`src/logic/frame_spi_config.svh`:
```
// ====================
// register map and constants of the SPI register path
// addresses and the chip id are one byte each
// the version string is plain ASCII, first character sent first
// scratch depth must be a power of two of at least 2
// ====================
`ifndef FRAME_SPI_CONFIG_SVH
`define FRAME_SPI_CONFIG_SVH

// identity block
`define FRAME_SPI_CHIP_ID 8'h81
`define FRAME_SPI_ADDR_CHIP_ID 8'hDB
`define FRAME_SPI_ADDR_VERSION 8'hB5

// scratch bank, one address per direction
`define FRAME_SPI_ADDR_SCRATCH_WR 8'h20
`define FRAME_SPI_ADDR_SCRATCH_RD 8'h21
`define FRAME_SPI_SCRATCH_DEPTH 4

// length must match the number of characters in the string
`define FRAME_SPI_VERSION_STRING "v24.001.0900"
`define FRAME_SPI_VERSION_LENGTH 12

`endif

```
`src/logic/frame_spi_pkg.sv`:
```
// ====================
// shared types of the SPI register path
// every block moves plain bytes
// the target enumeration is only meaningful inside the selector
// ====================
package frame_spi_pkg;

    // one byte on the SPI wire, MSB first
    typedef logic [7:0] spi_byte_t;

    // register block chosen by the address byte
    typedef enum logic [1:0] {
        target_none    = 2'd0,
        target_chip_id = 2'd1,
        target_version = 2'd2,
        target_scratch = 2'd3
    } subperipheral_t;

endpackage

```
`src/logic/spi_peripheral.sv`:
```
// ====================
// SPI mode 0 peripheral with active low select and MSB first
// pins are sampled on system_clock, so each SPI half period
// must last at least 4 system_clock cycles
// first byte after select falls is the address, later ones are data
// the byte answered on cipo goes out during the next SPI byte
// ====================
`timescale 1ns/1ps

module spi_peripheral (
    input  logic                     system_clock,
    input  logic                     rst_n,
    input  logic                     spi_select,
    input  logic                     spi_clock,
    input  logic                     spi_data_in,
    input  frame_spi_pkg::spi_byte_t cipo,
    input  logic                     cipo_valid,
    output logic                     spi_data_out,
    output frame_spi_pkg::spi_byte_t address,
    output logic                     address_valid,
    output frame_spi_pkg::spi_byte_t copi,
    output logic                     copi_valid,
    output logic                     request,
    output logic                     transaction_active
);

    logic [1:0] select_sync;
    logic [1:0] clock_sync;
    logic [1:0] data_sync;
    logic       clock_prev;
    logic       clock_rise;
    logic       clock_fall;

    logic [2:0] bit_count;
    logic       address_done;
    logic [6:0] rx_shift;
    frame_spi_pkg::spi_byte_t rx_byte;
    frame_spi_pkg::spi_byte_t tx_shift;

    // two flop synchronizers where select idles high
    always_ff @(posedge system_clock) begin
        if (!rst_n) begin
            select_sync <= 2'b11;
            clock_sync  <= 2'b00;
            data_sync   <= 2'b00;
            clock_prev  <= 1'b0;
        end else begin
            select_sync <= {select_sync[0], spi_select};
            clock_sync  <= {clock_sync[0], spi_clock};
            data_sync   <= {data_sync[0], spi_data_in};
            clock_prev  <= clock_sync[1];
        end
    end

    assign transaction_active = ~select_sync[1];

    // edges only count while selected
    assign clock_rise = transaction_active & clock_sync[1] & ~clock_prev;
    assign clock_fall = transaction_active & ~clock_sync[1] & clock_prev;

    // bit counter and byte framing
    always_ff @(posedge system_clock) begin
        if (!rst_n) begin
            bit_count     <= 3'd0;
            address_done  <= 1'b0;
            address_valid <= 1'b0;
            copi_valid    <= 1'b0;
        end else begin
            address_valid <= 1'b0;
            copi_valid    <= 1'b0;
            if (!transaction_active) begin
                bit_count    <= 3'd0;
                address_done <= 1'b0;
            end else if (clock_rise) begin
                bit_count <= bit_count + 3'd1;
                if (bit_count == 3'd7) begin
                    // first full byte is the address
                    address_done  <= 1'b1;
                    address_valid <= ~address_done;
                    copi_valid    <= address_done;
                end
            end
        end
    end

    // receive shifter, sampled on rising SPI edges
    always_ff @(posedge system_clock) begin
        if (clock_rise) begin
            rx_shift <= {rx_shift[5:0], data_sync[1]};
            if (bit_count == 3'd7) begin
                rx_byte <= {rx_shift, data_sync[1]};
            end
        end
    end

    // address and data share the capture register and the strobes tell them apart
    assign address = rx_byte;
    assign copi    = rx_byte;

    assign request = address_valid | copi_valid;

    // response shifter
    // MSB sits on the pin after loading, later bits move on falling edges
    // the falling edge that closes a byte leaves the freshly loaded byte alone
    always_ff @(posedge system_clock) begin
        if (!rst_n) begin
            tx_shift <= '0;
        end else if (!transaction_active) begin
            tx_shift <= '0;
        end else if (cipo_valid) begin
            tx_shift <= cipo;
        end else if (clock_fall && bit_count != 3'd0) begin
            tx_shift <= {tx_shift[6:0], 1'b0};
        end
    end

    assign spi_data_out = tx_shift[7];

    // every request is answered in the next cycle
    assert property (@(posedge system_clock) disable iff (!rst_n)
        request |=> cipo_valid);

endmodule

```
`src/logic/spi_subperipheral_selector.sv`:
```
// ====================
// routes the byte stream to one register block per transaction
// target is taken from the address byte and held until select rises
// purely combinational routing with no added latency
// unknown addresses are answered with 0x00 one cycle after request
// ====================
`timescale 1ns/1ps
`include "frame_spi_config.svh"

module spi_subperipheral_selector (
    input  logic                     system_clock,
    input  logic                     rst_n,
    input  logic                     transaction_active,
    input  frame_spi_pkg::spi_byte_t address,
    input  logic                     address_valid,
    input  logic                     request,
    input  frame_spi_pkg::spi_byte_t copi,
    input  logic                     copi_valid,
    output logic                     identity_enable,
    output logic                     identity_version_select,
    output logic                     scratch_enable,
    output logic                     scratch_write_select,
    output logic                     identity_request,
    output logic                     scratch_request,
    output frame_spi_pkg::spi_byte_t scratch_copi,
    output logic                     scratch_copi_valid,
    input  frame_spi_pkg::spi_byte_t identity_cipo,
    input  logic                     identity_cipo_valid,
    input  frame_spi_pkg::spi_byte_t scratch_cipo,
    input  logic                     scratch_cipo_valid,
    output frame_spi_pkg::spi_byte_t cipo,
    output logic                     cipo_valid
);

    frame_spi_pkg::subperipheral_t decoded;
    frame_spi_pkg::subperipheral_t target_now;
    frame_spi_pkg::subperipheral_t target_q;
    logic write_now;
    logic write_q;
    logic none_valid;

    always_comb begin
        case (address)
            `FRAME_SPI_ADDR_CHIP_ID:    decoded = frame_spi_pkg::target_chip_id;
            `FRAME_SPI_ADDR_VERSION:    decoded = frame_spi_pkg::target_version;
            `FRAME_SPI_ADDR_SCRATCH_WR: decoded = frame_spi_pkg::target_scratch;
            `FRAME_SPI_ADDR_SCRATCH_RD: decoded = frame_spi_pkg::target_scratch;
            default:                    decoded = frame_spi_pkg::target_none;
        endcase
    end

    // decoded target is live in the address cycle itself
    assign target_now = !transaction_active ? frame_spi_pkg::target_none :
                        address_valid ? decoded : target_q;
    assign write_now  = address_valid ? (address == `FRAME_SPI_ADDR_SCRATCH_WR) : write_q;

    always_ff @(posedge system_clock) begin
        if (!rst_n) begin
            target_q   <= frame_spi_pkg::target_none;
            write_q    <= 1'b0;
            none_valid <= 1'b0;
        end else begin
            target_q   <= target_now;
            write_q    <= write_now & transaction_active;
            none_valid <= request && (target_now == frame_spi_pkg::target_none);
        end
    end

    assign identity_enable = (target_now == frame_spi_pkg::target_chip_id) ||
                             (target_now == frame_spi_pkg::target_version);
    assign identity_version_select = (target_now == frame_spi_pkg::target_version);
    assign scratch_enable = (target_now == frame_spi_pkg::target_scratch);
    assign scratch_write_select = scratch_enable & write_now;

    assign identity_request   = request & identity_enable;
    assign scratch_request    = request & scratch_enable;
    assign scratch_copi       = copi;
    assign scratch_copi_valid = copi_valid & scratch_enable;

    // answers arrive a cycle after request so the held target picks them
    always_comb begin
        case (target_q)
            frame_spi_pkg::target_chip_id,
            frame_spi_pkg::target_version: begin
                cipo       = identity_cipo;
                cipo_valid = identity_cipo_valid;
            end
            frame_spi_pkg::target_scratch: begin
                cipo       = scratch_cipo;
                cipo_valid = scratch_cipo_valid;
            end
            default: begin
                cipo       = '0;
                cipo_valid = none_valid;
            end
        endcase
    end

    // only the chosen block answers a request
    assert property (@(posedge system_clock) disable iff (!rst_n)
        $onehot0({identity_cipo_valid, scratch_cipo_valid, none_valid}));

endmodule

```
`src/logic/spi_register_identity.sv`:
```
// ====================
// chip id and version string register block
// answers every request one cycle later
// version string restarts at its first character once enable drops
// reads past the end of the string return 0x00
// ====================
`timescale 1ns/1ps
`include "frame_spi_config.svh"

module spi_register_identity (
    input  logic                     system_clock,
    input  logic                     rst_n,
    input  logic                     enable,
    input  logic                     version_select,
    input  logic                     request,
    output frame_spi_pkg::spi_byte_t cipo,
    output logic                     cipo_valid
);

    localparam int version_length = `FRAME_SPI_VERSION_LENGTH;
    localparam logic [8*version_length-1:0] version_text = `FRAME_SPI_VERSION_STRING;
    localparam int index_width = $clog2(version_length + 1);

    logic [index_width-1:0] index;
    frame_spi_pkg::spi_byte_t version_char;

    // string literal keeps its first character in the top byte
    always_comb begin
        version_char = '0;
        for (int i = 0; i < version_length; i++) begin
            if (index == index_width'(i)) begin
                version_char = version_text[8*(version_length-1-i) +: 8];
            end
        end
    end

    always_ff @(posedge system_clock) begin
        if (!rst_n) begin
            index      <= '0;
            cipo_valid <= 1'b0;
        end else begin
            cipo_valid <= request & enable;
            if (!enable) begin
                index <= '0;
            end else if (request && version_select &&
                         index != index_width'(version_length)) begin
                // index stops at the end where the answer is 0x00
                index <= index + index_width'(1);
            end
        end
    end

    always_ff @(posedge system_clock) begin
        if (request) begin
            cipo <= version_select ? version_char : `FRAME_SPI_CHIP_ID;
        end
    end

    // requests only come while enabled, so each one gets an answer
    assert property (@(posedge system_clock) disable iff (!rst_n)
        request |=> cipo_valid);

endmodule

```
`src/logic/spi_register_scratch.sv`:
```
// ====================
// small read/write scratch bank
// index starts at 0 in each transaction and wraps at the depth
// a write answers with the old content of the slot it overwrites
// contents clear only at reset
// ====================
`timescale 1ns/1ps
`include "frame_spi_config.svh"

module spi_register_scratch (
    input  logic                     system_clock,
    input  logic                     rst_n,
    input  logic                     enable,
    input  logic                     write_select,
    input  logic                     request,
    input  frame_spi_pkg::spi_byte_t copi,
    input  logic                     copi_valid,
    output frame_spi_pkg::spi_byte_t cipo,
    output logic                     cipo_valid
);

    localparam int depth = `FRAME_SPI_SCRATCH_DEPTH;
    localparam int index_width = $clog2(depth);

    frame_spi_pkg::spi_byte_t bank [depth];
    logic [index_width-1:0] index;
    logic [index_width-1:0] index_next;

    assign index_next = (index == index_width'(depth - 1)) ? '0 : index + index_width'(1);

    always_ff @(posedge system_clock) begin
        if (!rst_n) begin
            index      <= '0;
            cipo_valid <= 1'b0;
            for (int i = 0; i < depth; i++) begin
                bank[i] <= '0;
            end
        end else begin
            cipo_valid <= request & enable;
            if (!enable) begin
                index <= '0;
            end else if (write_select) begin
                if (copi_valid) begin
                    bank[index] <= copi;
                    index       <= index_next;
                end
            end else if (request) begin
                index <= index_next;
            end
        end
    end

    // in write mode the answer is for the next host byte, so look one slot ahead
    always_ff @(posedge system_clock) begin
        if (request) begin
            cipo <= (write_select && copi_valid) ? bank[index_next] : bank[index];
        end
    end

endmodule

```
`src/logic/frame_spi_top.sv`:
```
// ====================
// SPI register path top level
// system_clock comes from outside
// SPI half period must be at least 4 system_clock cycles
// ====================
`timescale 1ns/1ps

module frame_spi_top (
    input  logic system_clock,
    input  logic rst_n,
    input  logic spi_select,
    input  logic spi_clock,
    input  logic spi_data_in,
    output logic spi_data_out
);

    frame_spi_pkg::spi_byte_t address;
    logic address_valid;
    frame_spi_pkg::spi_byte_t copi;
    logic copi_valid;
    frame_spi_pkg::spi_byte_t cipo;
    logic cipo_valid;
    logic request;
    logic transaction_active;

    logic identity_enable;
    logic identity_version_select;
    logic identity_request;
    frame_spi_pkg::spi_byte_t identity_cipo;
    logic identity_cipo_valid;

    logic scratch_enable;
    logic scratch_write_select;
    logic scratch_request;
    frame_spi_pkg::spi_byte_t scratch_copi;
    logic scratch_copi_valid;
    frame_spi_pkg::spi_byte_t scratch_cipo;
    logic scratch_cipo_valid;

    spi_peripheral spi_peripheral_i (
        .system_clock(system_clock),
        .rst_n(rst_n),
        .spi_select(spi_select),
        .spi_clock(spi_clock),
        .spi_data_in(spi_data_in),
        .cipo(cipo),
        .cipo_valid(cipo_valid),
        .spi_data_out(spi_data_out),
        .address(address),
        .address_valid(address_valid),
        .copi(copi),
        .copi_valid(copi_valid),
        .request(request),
        .transaction_active(transaction_active)
    );

    spi_subperipheral_selector spi_subperipheral_selector_i (
        .system_clock(system_clock),
        .rst_n(rst_n),
        .transaction_active(transaction_active),
        .address(address),
        .address_valid(address_valid),
        .request(request),
        .copi(copi),
        .copi_valid(copi_valid),
        .identity_enable(identity_enable),
        .identity_version_select(identity_version_select),
        .scratch_enable(scratch_enable),
        .scratch_write_select(scratch_write_select),
        .identity_request(identity_request),
        .scratch_request(scratch_request),
        .scratch_copi(scratch_copi),
        .scratch_copi_valid(scratch_copi_valid),
        .identity_cipo(identity_cipo),
        .identity_cipo_valid(identity_cipo_valid),
        .scratch_cipo(scratch_cipo),
        .scratch_cipo_valid(scratch_cipo_valid),
        .cipo(cipo),
        .cipo_valid(cipo_valid)
    );

    spi_register_identity spi_register_identity_i (
        .system_clock(system_clock),
        .rst_n(rst_n),
        .enable(identity_enable),
        .version_select(identity_version_select),
        .request(identity_request),
        .cipo(identity_cipo),
        .cipo_valid(identity_cipo_valid)
    );

    spi_register_scratch spi_register_scratch_i (
        .system_clock(system_clock),
        .rst_n(rst_n),
        .enable(scratch_enable),
        .write_select(scratch_write_select),
        .request(scratch_request),
        .copi(scratch_copi),
        .copi_valid(scratch_copi_valid),
        .cipo(scratch_cipo),
        .cipo_valid(scratch_cipo_valid)
    );

endmodule

```
`config.mk`:
```
export PLATFORM = sky130hd
export DESIGN_NAME = frame_spi_top
export DESIGN_NICKNAME = d
export VERILOG_FILES = /design/src/logic/frame_spi_pkg.sv /design/src/logic/spi_peripheral.sv /design/src/logic/spi_subperipheral_selector.sv /design/src/logic/spi_register_identity.sv /design/src/logic/spi_register_scratch.sv /design/src/logic/frame_spi_top.sv
export VERILOG_INCLUDE_DIRS = /design/src /design/src/logic
export SDC_FILE = /design/constraint.sdc
export NUM_CORES = 1
export LEC_CHECK = 0
export CAP_MARGIN = 20
export CORE_MARGIN = 10
export CORE_UTILIZATION = 50
export CTS_CLUSTER_DIAMETER = 200
export DETAILED_ROUTE_END_ITERATION = 7
export DONT_BUFFER_PORTS = 1
export PLACE_DENSITY = 0.75
export SYNTH_ARGS = -nofsm -noshare
export SYNTH_HDL_FRONTEND = slang
export SYNTH_SLANG_ARGS = --single-unit
```
`constraint.sdc`:
```
create_clock -name system_clock -period 3.3 [get_ports system_clock]
set_clock_uncertainty 0.15 [all_clocks]
set_input_delay 0.66 -clock system_clock [delete_from_list [all_inputs] [get_ports system_clock]]
set_output_delay 0.66 -clock system_clock [all_outputs]
set_load 0.1 [all_outputs]
```
==> results.md, run 1 <==
* Slew margin rel. at 0.3613
* PortBufs at 0
* Crit path max-delay cell type: or4b_4
* Final setup TNS at 0 ns
* Total Wirelength at 7753 um
* Layout Nets at 384
* Post-CTS setup buffers at 0
* Clock-pin transition on the worst setup and hold timing paths at 0.09 ns
* Critical path capture point type: register
* Largest net degree at the start of global routing at 27
* Hold_ws at 0.2278 ns
* Measured slew at the worst slew-check pin at 0.9568 ns
* Slew Limit Fails at 0
* #FFs+latches synth at 98
* Cell Pwr Density at 463.6 nW/um^2
* Aggregate global-route resource usage at 0.1253
* Detailed-route vias per instance at 5.681
* Clk Latency, worst-skew pair at 0.35 ns
* Max_cap viols at 0
* WL/cell at 16.19 um
* Chip height at 113.5 um
* Max Freq at 327.1 MHz
* Drt drc at 0
* Synth unique cells at 44
* Maximum fanout along the worst path at 17
* Worst Slack Setup Final at 0.2428 ns
* Global placement routability congestion at 0.8482
* Leak pwr at 1.626 nW
* CTS max path bufs at 2
* # diodes at 0
* Antenna viol nets, final at 0
* CP Data Required Time at 3.21 ns
* Sequential-to-total area share from yosys stat at 0.5930
* Clock Tree Root: clkbuf_8
* Unrepaired setup endpoints after global routing: false
* Synth Instances at 362
* Outcome: finished, final reports clean
* Synth Area per Inst at 12.08 sq um
* Post-synth EDFFs at 63
* Syn_nets at 380
* Peak VDD IR at 0.0003232 V
* Io pins at 6
* First drt pass iteration count at 5
* Initial detailed-routing violation count at 212
* Detailed-route via count at 2,721
* GR Overflow Total at 0
* FP Rows at 34
* CTS H-tree depth at 3
* Top delay family on crit path: simple AND/OR/NAND/NOR gates
* CTS tree: done
* Final Setup Violations at 0
* Die W at 113.5 um
* # clock sinks at 98
* First-pass GRT wire length at 13,000 um
* Antenna violations before repair at 0
* Crit path kind: reg2reg
* Crit path launch type: register
* Post-route clock period utilization at 0.9264
* Number of global-route vias before repair at 2,569
* Worst Hold Class: in2reg
* CTS buffer count at 9
* Share of cells above drive strength 1 at 0.1321
* Tmin final at 3.057 ns
* Die area at 12,880 sq um
* Synth Flop Type: edfxtp_1
* Layout area overhead at 8.472%
* Dpl ws at 0.1815 ns
* Core Region at 8636 sq um
* Synth warn at 0
* Cells along the critical path: or4b_4 > a211oi_1 > a21oi_1 > nor2_1 > ha_1 > and2_1 > nand2_4 > o21ai_1 > buf_4
* Slowest stage delay, CP at 0.60 ns
* Final Hold Viols at 0
* Initial Util at 0.5062
* CP Data Arrival Time at 2.97 ns
* Worst Path Buf+Inv at 1
* Mapped Area at 4372 sq um
* Async SR Flop Fraction at 0
* DP HPWL at 5699 um
## cells in the mapped netlist (all sizes together) (3+ instances only)
cell / n / area, sq um
a22oi: 9 / 67.56
mux2i: 10 / 100.1
a21oi: 20 / 100.1
nand2: 24 / 92.59
ha: 13 / 162.7
dfxtp: 35 / 700.7
a211oi: 3 / 22.52
buf: 4 / 16.26
edfxtp: 63 / 1892
mux2: 8 / 93.84
mux4: 12 / 270.3
o21ai: 14 / 70.07
and2: 9 / 56.30
and3: 3 / 18.77
nor2: 56 / 210.2
clkbuf: 11 / 41.29
nor2b: 8 / 50.05
nand3: 6 / 30.03
nor3: 7 / 35.03
inv: 9 / 33.78
o21a: 3 / 22.52
nand4: 3 / 18.77
nand2b: 8 / 50.05
## where the power goes
| part | total (mW) | switching, mW | internal, mW |
|---|---|---|---|
| Combinational | 0.0433 | 0.0205 | 0.0228 |
| Clock | 0.819 | 0.403 | 0.416 |
| Sequential | 1.34 | 0.0149 | 1.32 |
## through the flow
step | area [sq um] | cells | util | power [mW]
floorplan | 4372 | 362 | - | 1.394
global route | 4742 | 479 | 0.5491 | 2.266
detailed placement | 4509 | 463 | 0.5222 | 1.407
finish | 4742 | 479 | 0.5491 | 2.198
CTS | 4735 | 479 | 0.5482 | 2.218
global placement | 4509 | 463 | 0.5222 | 1.405
## cell families (layout without fill, tap and decap cells)
family,Yosys count,after routing,share of synthesized area
fa+ha+maj,13,13,0.03721
mux,30,30,0.1062
simple gates,134,134,0.1463
buf+inv,24,33,0.02089
flops,98,98,0.5930
xor+xnor,4,4,0.008015
compound gates,59,59,0.08844
## layer usage
metal | track usage | routed length, um | vias to the layer above
met5 | 0 | 0 | -
met4 | 0.04146 | 96 | 0
met3 | 0.03255 | 340 | 6
met2 | 0.1959 | 3702 | 56
met1 | 0.1658 | 3613 | 1325
li1 | - | - | 1334
## state kept, by name, summed over array words and instances (netlist names), 2 cells and up, named ones only
name,count
spi_register_identity_i.index,4
spi_register_scratch_i.bank,32
spi_peripheral_i.bit_count,3
spi_register_identity_i.cipo,8
spi_register_scratch_i.cipo,8
spi_peripheral_i.address,8
spi_peripheral_i.rx_shift,7
spi_peripheral_i.select_sync,2
spi_peripheral_i.data_sync,2
spi_register_scratch_i.index,2
spi_subperipheral_selector_i.target_q,2
spi_peripheral_i.clock_sync,2
spi_peripheral_i.tx_shift,8
## area by class of cell
type	count	area, sq um
flip-flops and latches	98	2592
repair buffers	8	60.06
well taps	108	135.1
clock inverters	3	22.52
clock buffers	13	202.7
multi-input cells	240	1695
fillers	715	3894
inverters	9	33.78
## path summary, 6_finish.rpt
kind | start | end | slack, ns | depth (start not counted)
max | spi_peripheral_i.address[1] | spi_register_scratch_i.bank[3][4] | 0.24 | 9
min reg2reg | spi_peripheral_i.select_sync[0] | spi_peripheral_i.select_sync[1] | 0.25 | 1
max reg2reg | spi_peripheral_i.address[1] | spi_register_scratch_i.bank[3][4] | 0.24 | 9
min | rst_n | spi_peripheral_i.select_sync[1] | 0.23 | 1
## timing repair
item	in CTS	in global routing
hold buffers	0	0
resized for setup	0	2
setup endpoints to repair	0	8
## cells in the final DEF (no fill, tap or decap), drive strengths merged, types with 2 or more instances in the layout
master  instances
a211oi          3
a21boi          2
a21oi          20
a22oi           9
and2            9
and3            3
buf             8
clkbuf         13
dfxtp          35
edfxtp         63
ha             13
inv            11
mux2            8
mux2i          10
mux4           12
nand2          24
nand2b          8
nand3           6
nand4           3
nand4b          2
nor2           56
nor2b           8
nor3            7
nor4            2
o21a            3
o21ai          14
or2             2
xnor2           2
xor2            2
No activity file was read; power rests on OpenSTA's default activity.
==> run 2: changes to the inputs <==
--- a/config.mk
+++ b/config.mk
@@ -7,12 +7,15 @@
 export NUM_CORES = 1
 export LEC_CHECK = 0
 export CAP_MARGIN = 20
+export CELL_PAD_IN_SITES_DETAIL_PLACEMENT = 1
+export CELL_PAD_IN_SITES_GLOBAL_PLACEMENT = 2
 export CORE_MARGIN = 10
-export CORE_UTILIZATION = 50
+export CORE_UTILIZATION = 40
 export CTS_CLUSTER_DIAMETER = 200
 export DETAILED_ROUTE_END_ITERATION = 7
 export DONT_BUFFER_PORTS = 1
-export PLACE_DENSITY = 0.75
+export PLACE_DENSITY = 0.82
+export SKIP_CTS_REPAIR_TIMING = 1
 export SYNTH_ARGS = -nofsm -noshare
 export SYNTH_HDL_FRONTEND = slang
 export SYNTH_SLANG_ARGS = --single-unit
==> constraint.sdc (replaced) <==
create_clock -name system_clock -period 2.7 [get_ports system_clock]
set_clock_uncertainty 0.15 [all_clocks]
set_input_delay 0.54 -clock system_clock [delete_from_list [all_inputs] [get_ports system_clock]]
set_output_delay 0.54 -clock system_clock [all_outputs]
set_load 0.1 [all_outputs]
==> results.md, run 2 (synthesis gave the netlist of run 1 again) <==
* # diodes at 0 (unchanged)
* Post-route clock period utilization at 0.9859 (+0.05950)
* PortBufs at 0 (unchanged)
* Clock Tree Root: clkbuf_8
* CTS max path bufs at 2 (unchanged)
* Worst reg2reg setup slack at 0.04 ns (-0.20 ns)
* FP Rows at 38 (+12%)
* Number of global-route vias before repair at 3,013 (+17%)
* # clock sinks at 98 (unchanged)
* P_sw at 550.7 uW (+26%)
* Clk Latency, worst-skew pair at 0.37 ns (+0.02 ns)
* Reg power frac at 0.645 (+0.037)
* CP Data Arrival Time at 2.58 ns (-0.39 ns)
* Final Setup Violations at 0 (unchanged)
* Antenna violations before repair at 0 (unchanged)
* Slew margin rel. at 0.5154 (+0.1542)
* Crit path kind: reg2reg
* Met2 WL at 5092 um (+38%)
* Most common cell after layout, fill and taps aside: edfxtp_1
* Layout Cells excl Fill at 530 (+11%)
* Critical path capture point type: register
* Detailed-route vias per instance at 5.268 (-7.3%)
* Tmin final at 2.662 ns (-0.3952 ns)
* Unrepaired setup endpoints after global routing: true
* Initial detailed-routing violation count at 156 (-26%)
* Hold_ws at 0.09162 ns (-0.1362 ns)
* Comb pwr share at 0.024 (+0.004)
* Routed met3 length at 219 um (-36%)
* CTS H-tree depth at 3 (unchanged)
* Share of cells above drive strength 1 at 0.2154 (+0.08331)
* Top sig layer: met4
* Slowest stage delay, CP at 0.59 ns (about the same)
* Crit path max-delay cell type: or4b_4
* Maximum fanout along the worst path at 8 (-9)
* DRT met1 WL at 4407 um (+22%)
* Drt drc at 0 (unchanged)
* Sw Share at 0.2178 (+0.01826)
* Core Region at 10,790 sq um (+25%)
* WL/cell at 18.64 um (+15%)
* Final setup TNS at 0 ns (unchanged)
* CTS buffer count at 9 (unchanged)
* CP Data Required Time at 2.62 ns (-0.59 ns)
* Crit path launch type: register
* Peak VDD IR at 0.0002963 V (-8.3%)
* Largest net degree at the start of global routing at 27 (unchanged)
* GR Overflow Total at 0 (unchanged)
* Io pins at 6 (unchanged)
* DP HPWL at 7117 um (+25%)
* Initial Util at 0.4051 (-0.1012)
* Most frequent cells in the layout: 63 x edfxtp_1, 54 x nor2_1, 35 x dfxtp_1
* Max_cap viols at 0 (unchanged)
* Cells along the critical path: or4b_4 > a211oi_4 > a21oi_2 > nor2_2 > ha_2 > and2_4 > nand4b_1 > nand2_4
* Aggregate global-route resource usage at 0.1265 (+0.001172)
* Largest register FFs at 32 (unchanged)
* Layout Nets at 403 (+4.9%)
* Leak pwr at 1.687 nW (+3.7%)
* Global placement routability congestion at 0.7642 (-9.9%)
* Antenna viol nets, final at 0 (unchanged)
* Layout area overhead at 13.88%
* Finished Core Util at 0.4613 (-0.08784)
* Internal Power at 1.978 mW (+12%)
* Worst Path Buf+Inv at 0 (-1)
* Placed Instances at 510 (+10%)
* Clock-pin transition on the worst setup and hold timing paths at 0.09 ns (about the same)
* First-pass GRT wire length at 15,660 um (+20%)
* Chip height at 124.5 um (+9.7%)
* Max Freq at 375.7 MHz (+15%)
* First drt pass iteration count at 4 (-1)
* Largest Register: spi_register_scratch_i.bank
* CTS tree: done
* Slew Limit Fails at 0 (unchanged)
* Top delay family on crit path: simple AND/OR/NAND/NOR gates
* Die area at 15,510 sq um (+20%)
* Final Hold Viols at 0 (unchanged)
* Die W at 124.5 um (+9.7%)
* Pwr Total at 2.528 mW (+15%)
* Worst Hold Class: in2reg
* Clock power frac at 0.331 (-0.042)
* Detailed-route via count at 2,792 (+2.6%)
* Outcome: finished, final reports clean
* Total Wirelength at 9880 um (+27%)
* Cell Pwr Density at 507.9 nW/um^2 (+9.5%)
* Measured slew at the worst slew-check pin at 0.7254 ns (-0.2314 ns)
run 2: cell types whose count changed in the layout (fill, tap and decap cells not counted), sizes merged:
cell | previous run | this run
clkinv | 0 | 5
buf | 8 | 27
clkbuf | 13 | 9
inv | 11 | 10
run 2: metrics by stage:
stage | setup slack (ns) | instance area (sq um)
after floorplan | -0.06556 | 4432
after global placement | 0.02197 | 4708
after detailed placement | -0.02527 | 4708
after CTS | -0.03954 | 4877
after global routing | -0.03444 | 4979
final | 0.03801 | 4979
run 2: layout make-up:
cell class,instances,area (sq um)
multi-input cells,240,1802
clock buffers,9,123.9
flip-flops and latches,98,2592
repair buffers,27,206.4
clock inverters,7,45.04
inverters,9,33.78
well taps,140,175.2
fillers,1145,5814
run 2: routing by layer:
| layer | vias to the layer above | GRT usage |
|---|---|---|
| li1 | 1362 | - |
| met1 | 1397 | 0.1490 |
| met2 | 23 | 0.2187 |
| met3 | 10 | 0.02723 |
| met4 | 0 | 0.05003 |
| met5 | - | 0 |
run 2: worst paths after layout:
kind | startpoint | end | cells past startpoint
worst max register to register | spi_peripheral_i.address[1] | spi_register_scratch_i.bank[2][3] | 8
worst min-delay path | rst_n | spi_peripheral_i.select_sync[0] | 1
worst min register to register | spi_peripheral_i.select_sync[0] | spi_peripheral_i.select_sync[1] | 1
worst max-delay path | spi_peripheral_i.address[1] | spi_register_scratch_i.bank[2][3] | 8
run 2: power by group through the flow:
stage                     registers [mW]  logic [mW]  clock network, mW
after floorplan                     1.66      0.0476                  0
after global placement              1.66      0.0573                  0
after detailed placement            1.67      0.0603                  0
after CTS                           1.63      0.0606              0.869
after global routing                1.64      0.0656              0.919
final                               1.63      0.0601              0.837
run 2: worst reg2reg max path, stage by stage, from the launching register on:
cell and delay [ns]:
edfxtp_1 0.40, or4b_4 0.59, a211oi_4 0.19, a21oi_2 0.08, nor2_2 0.12, ha_2 0.19
and2_4 0.19, nand4b_1 0.21, nand2_4 0.25
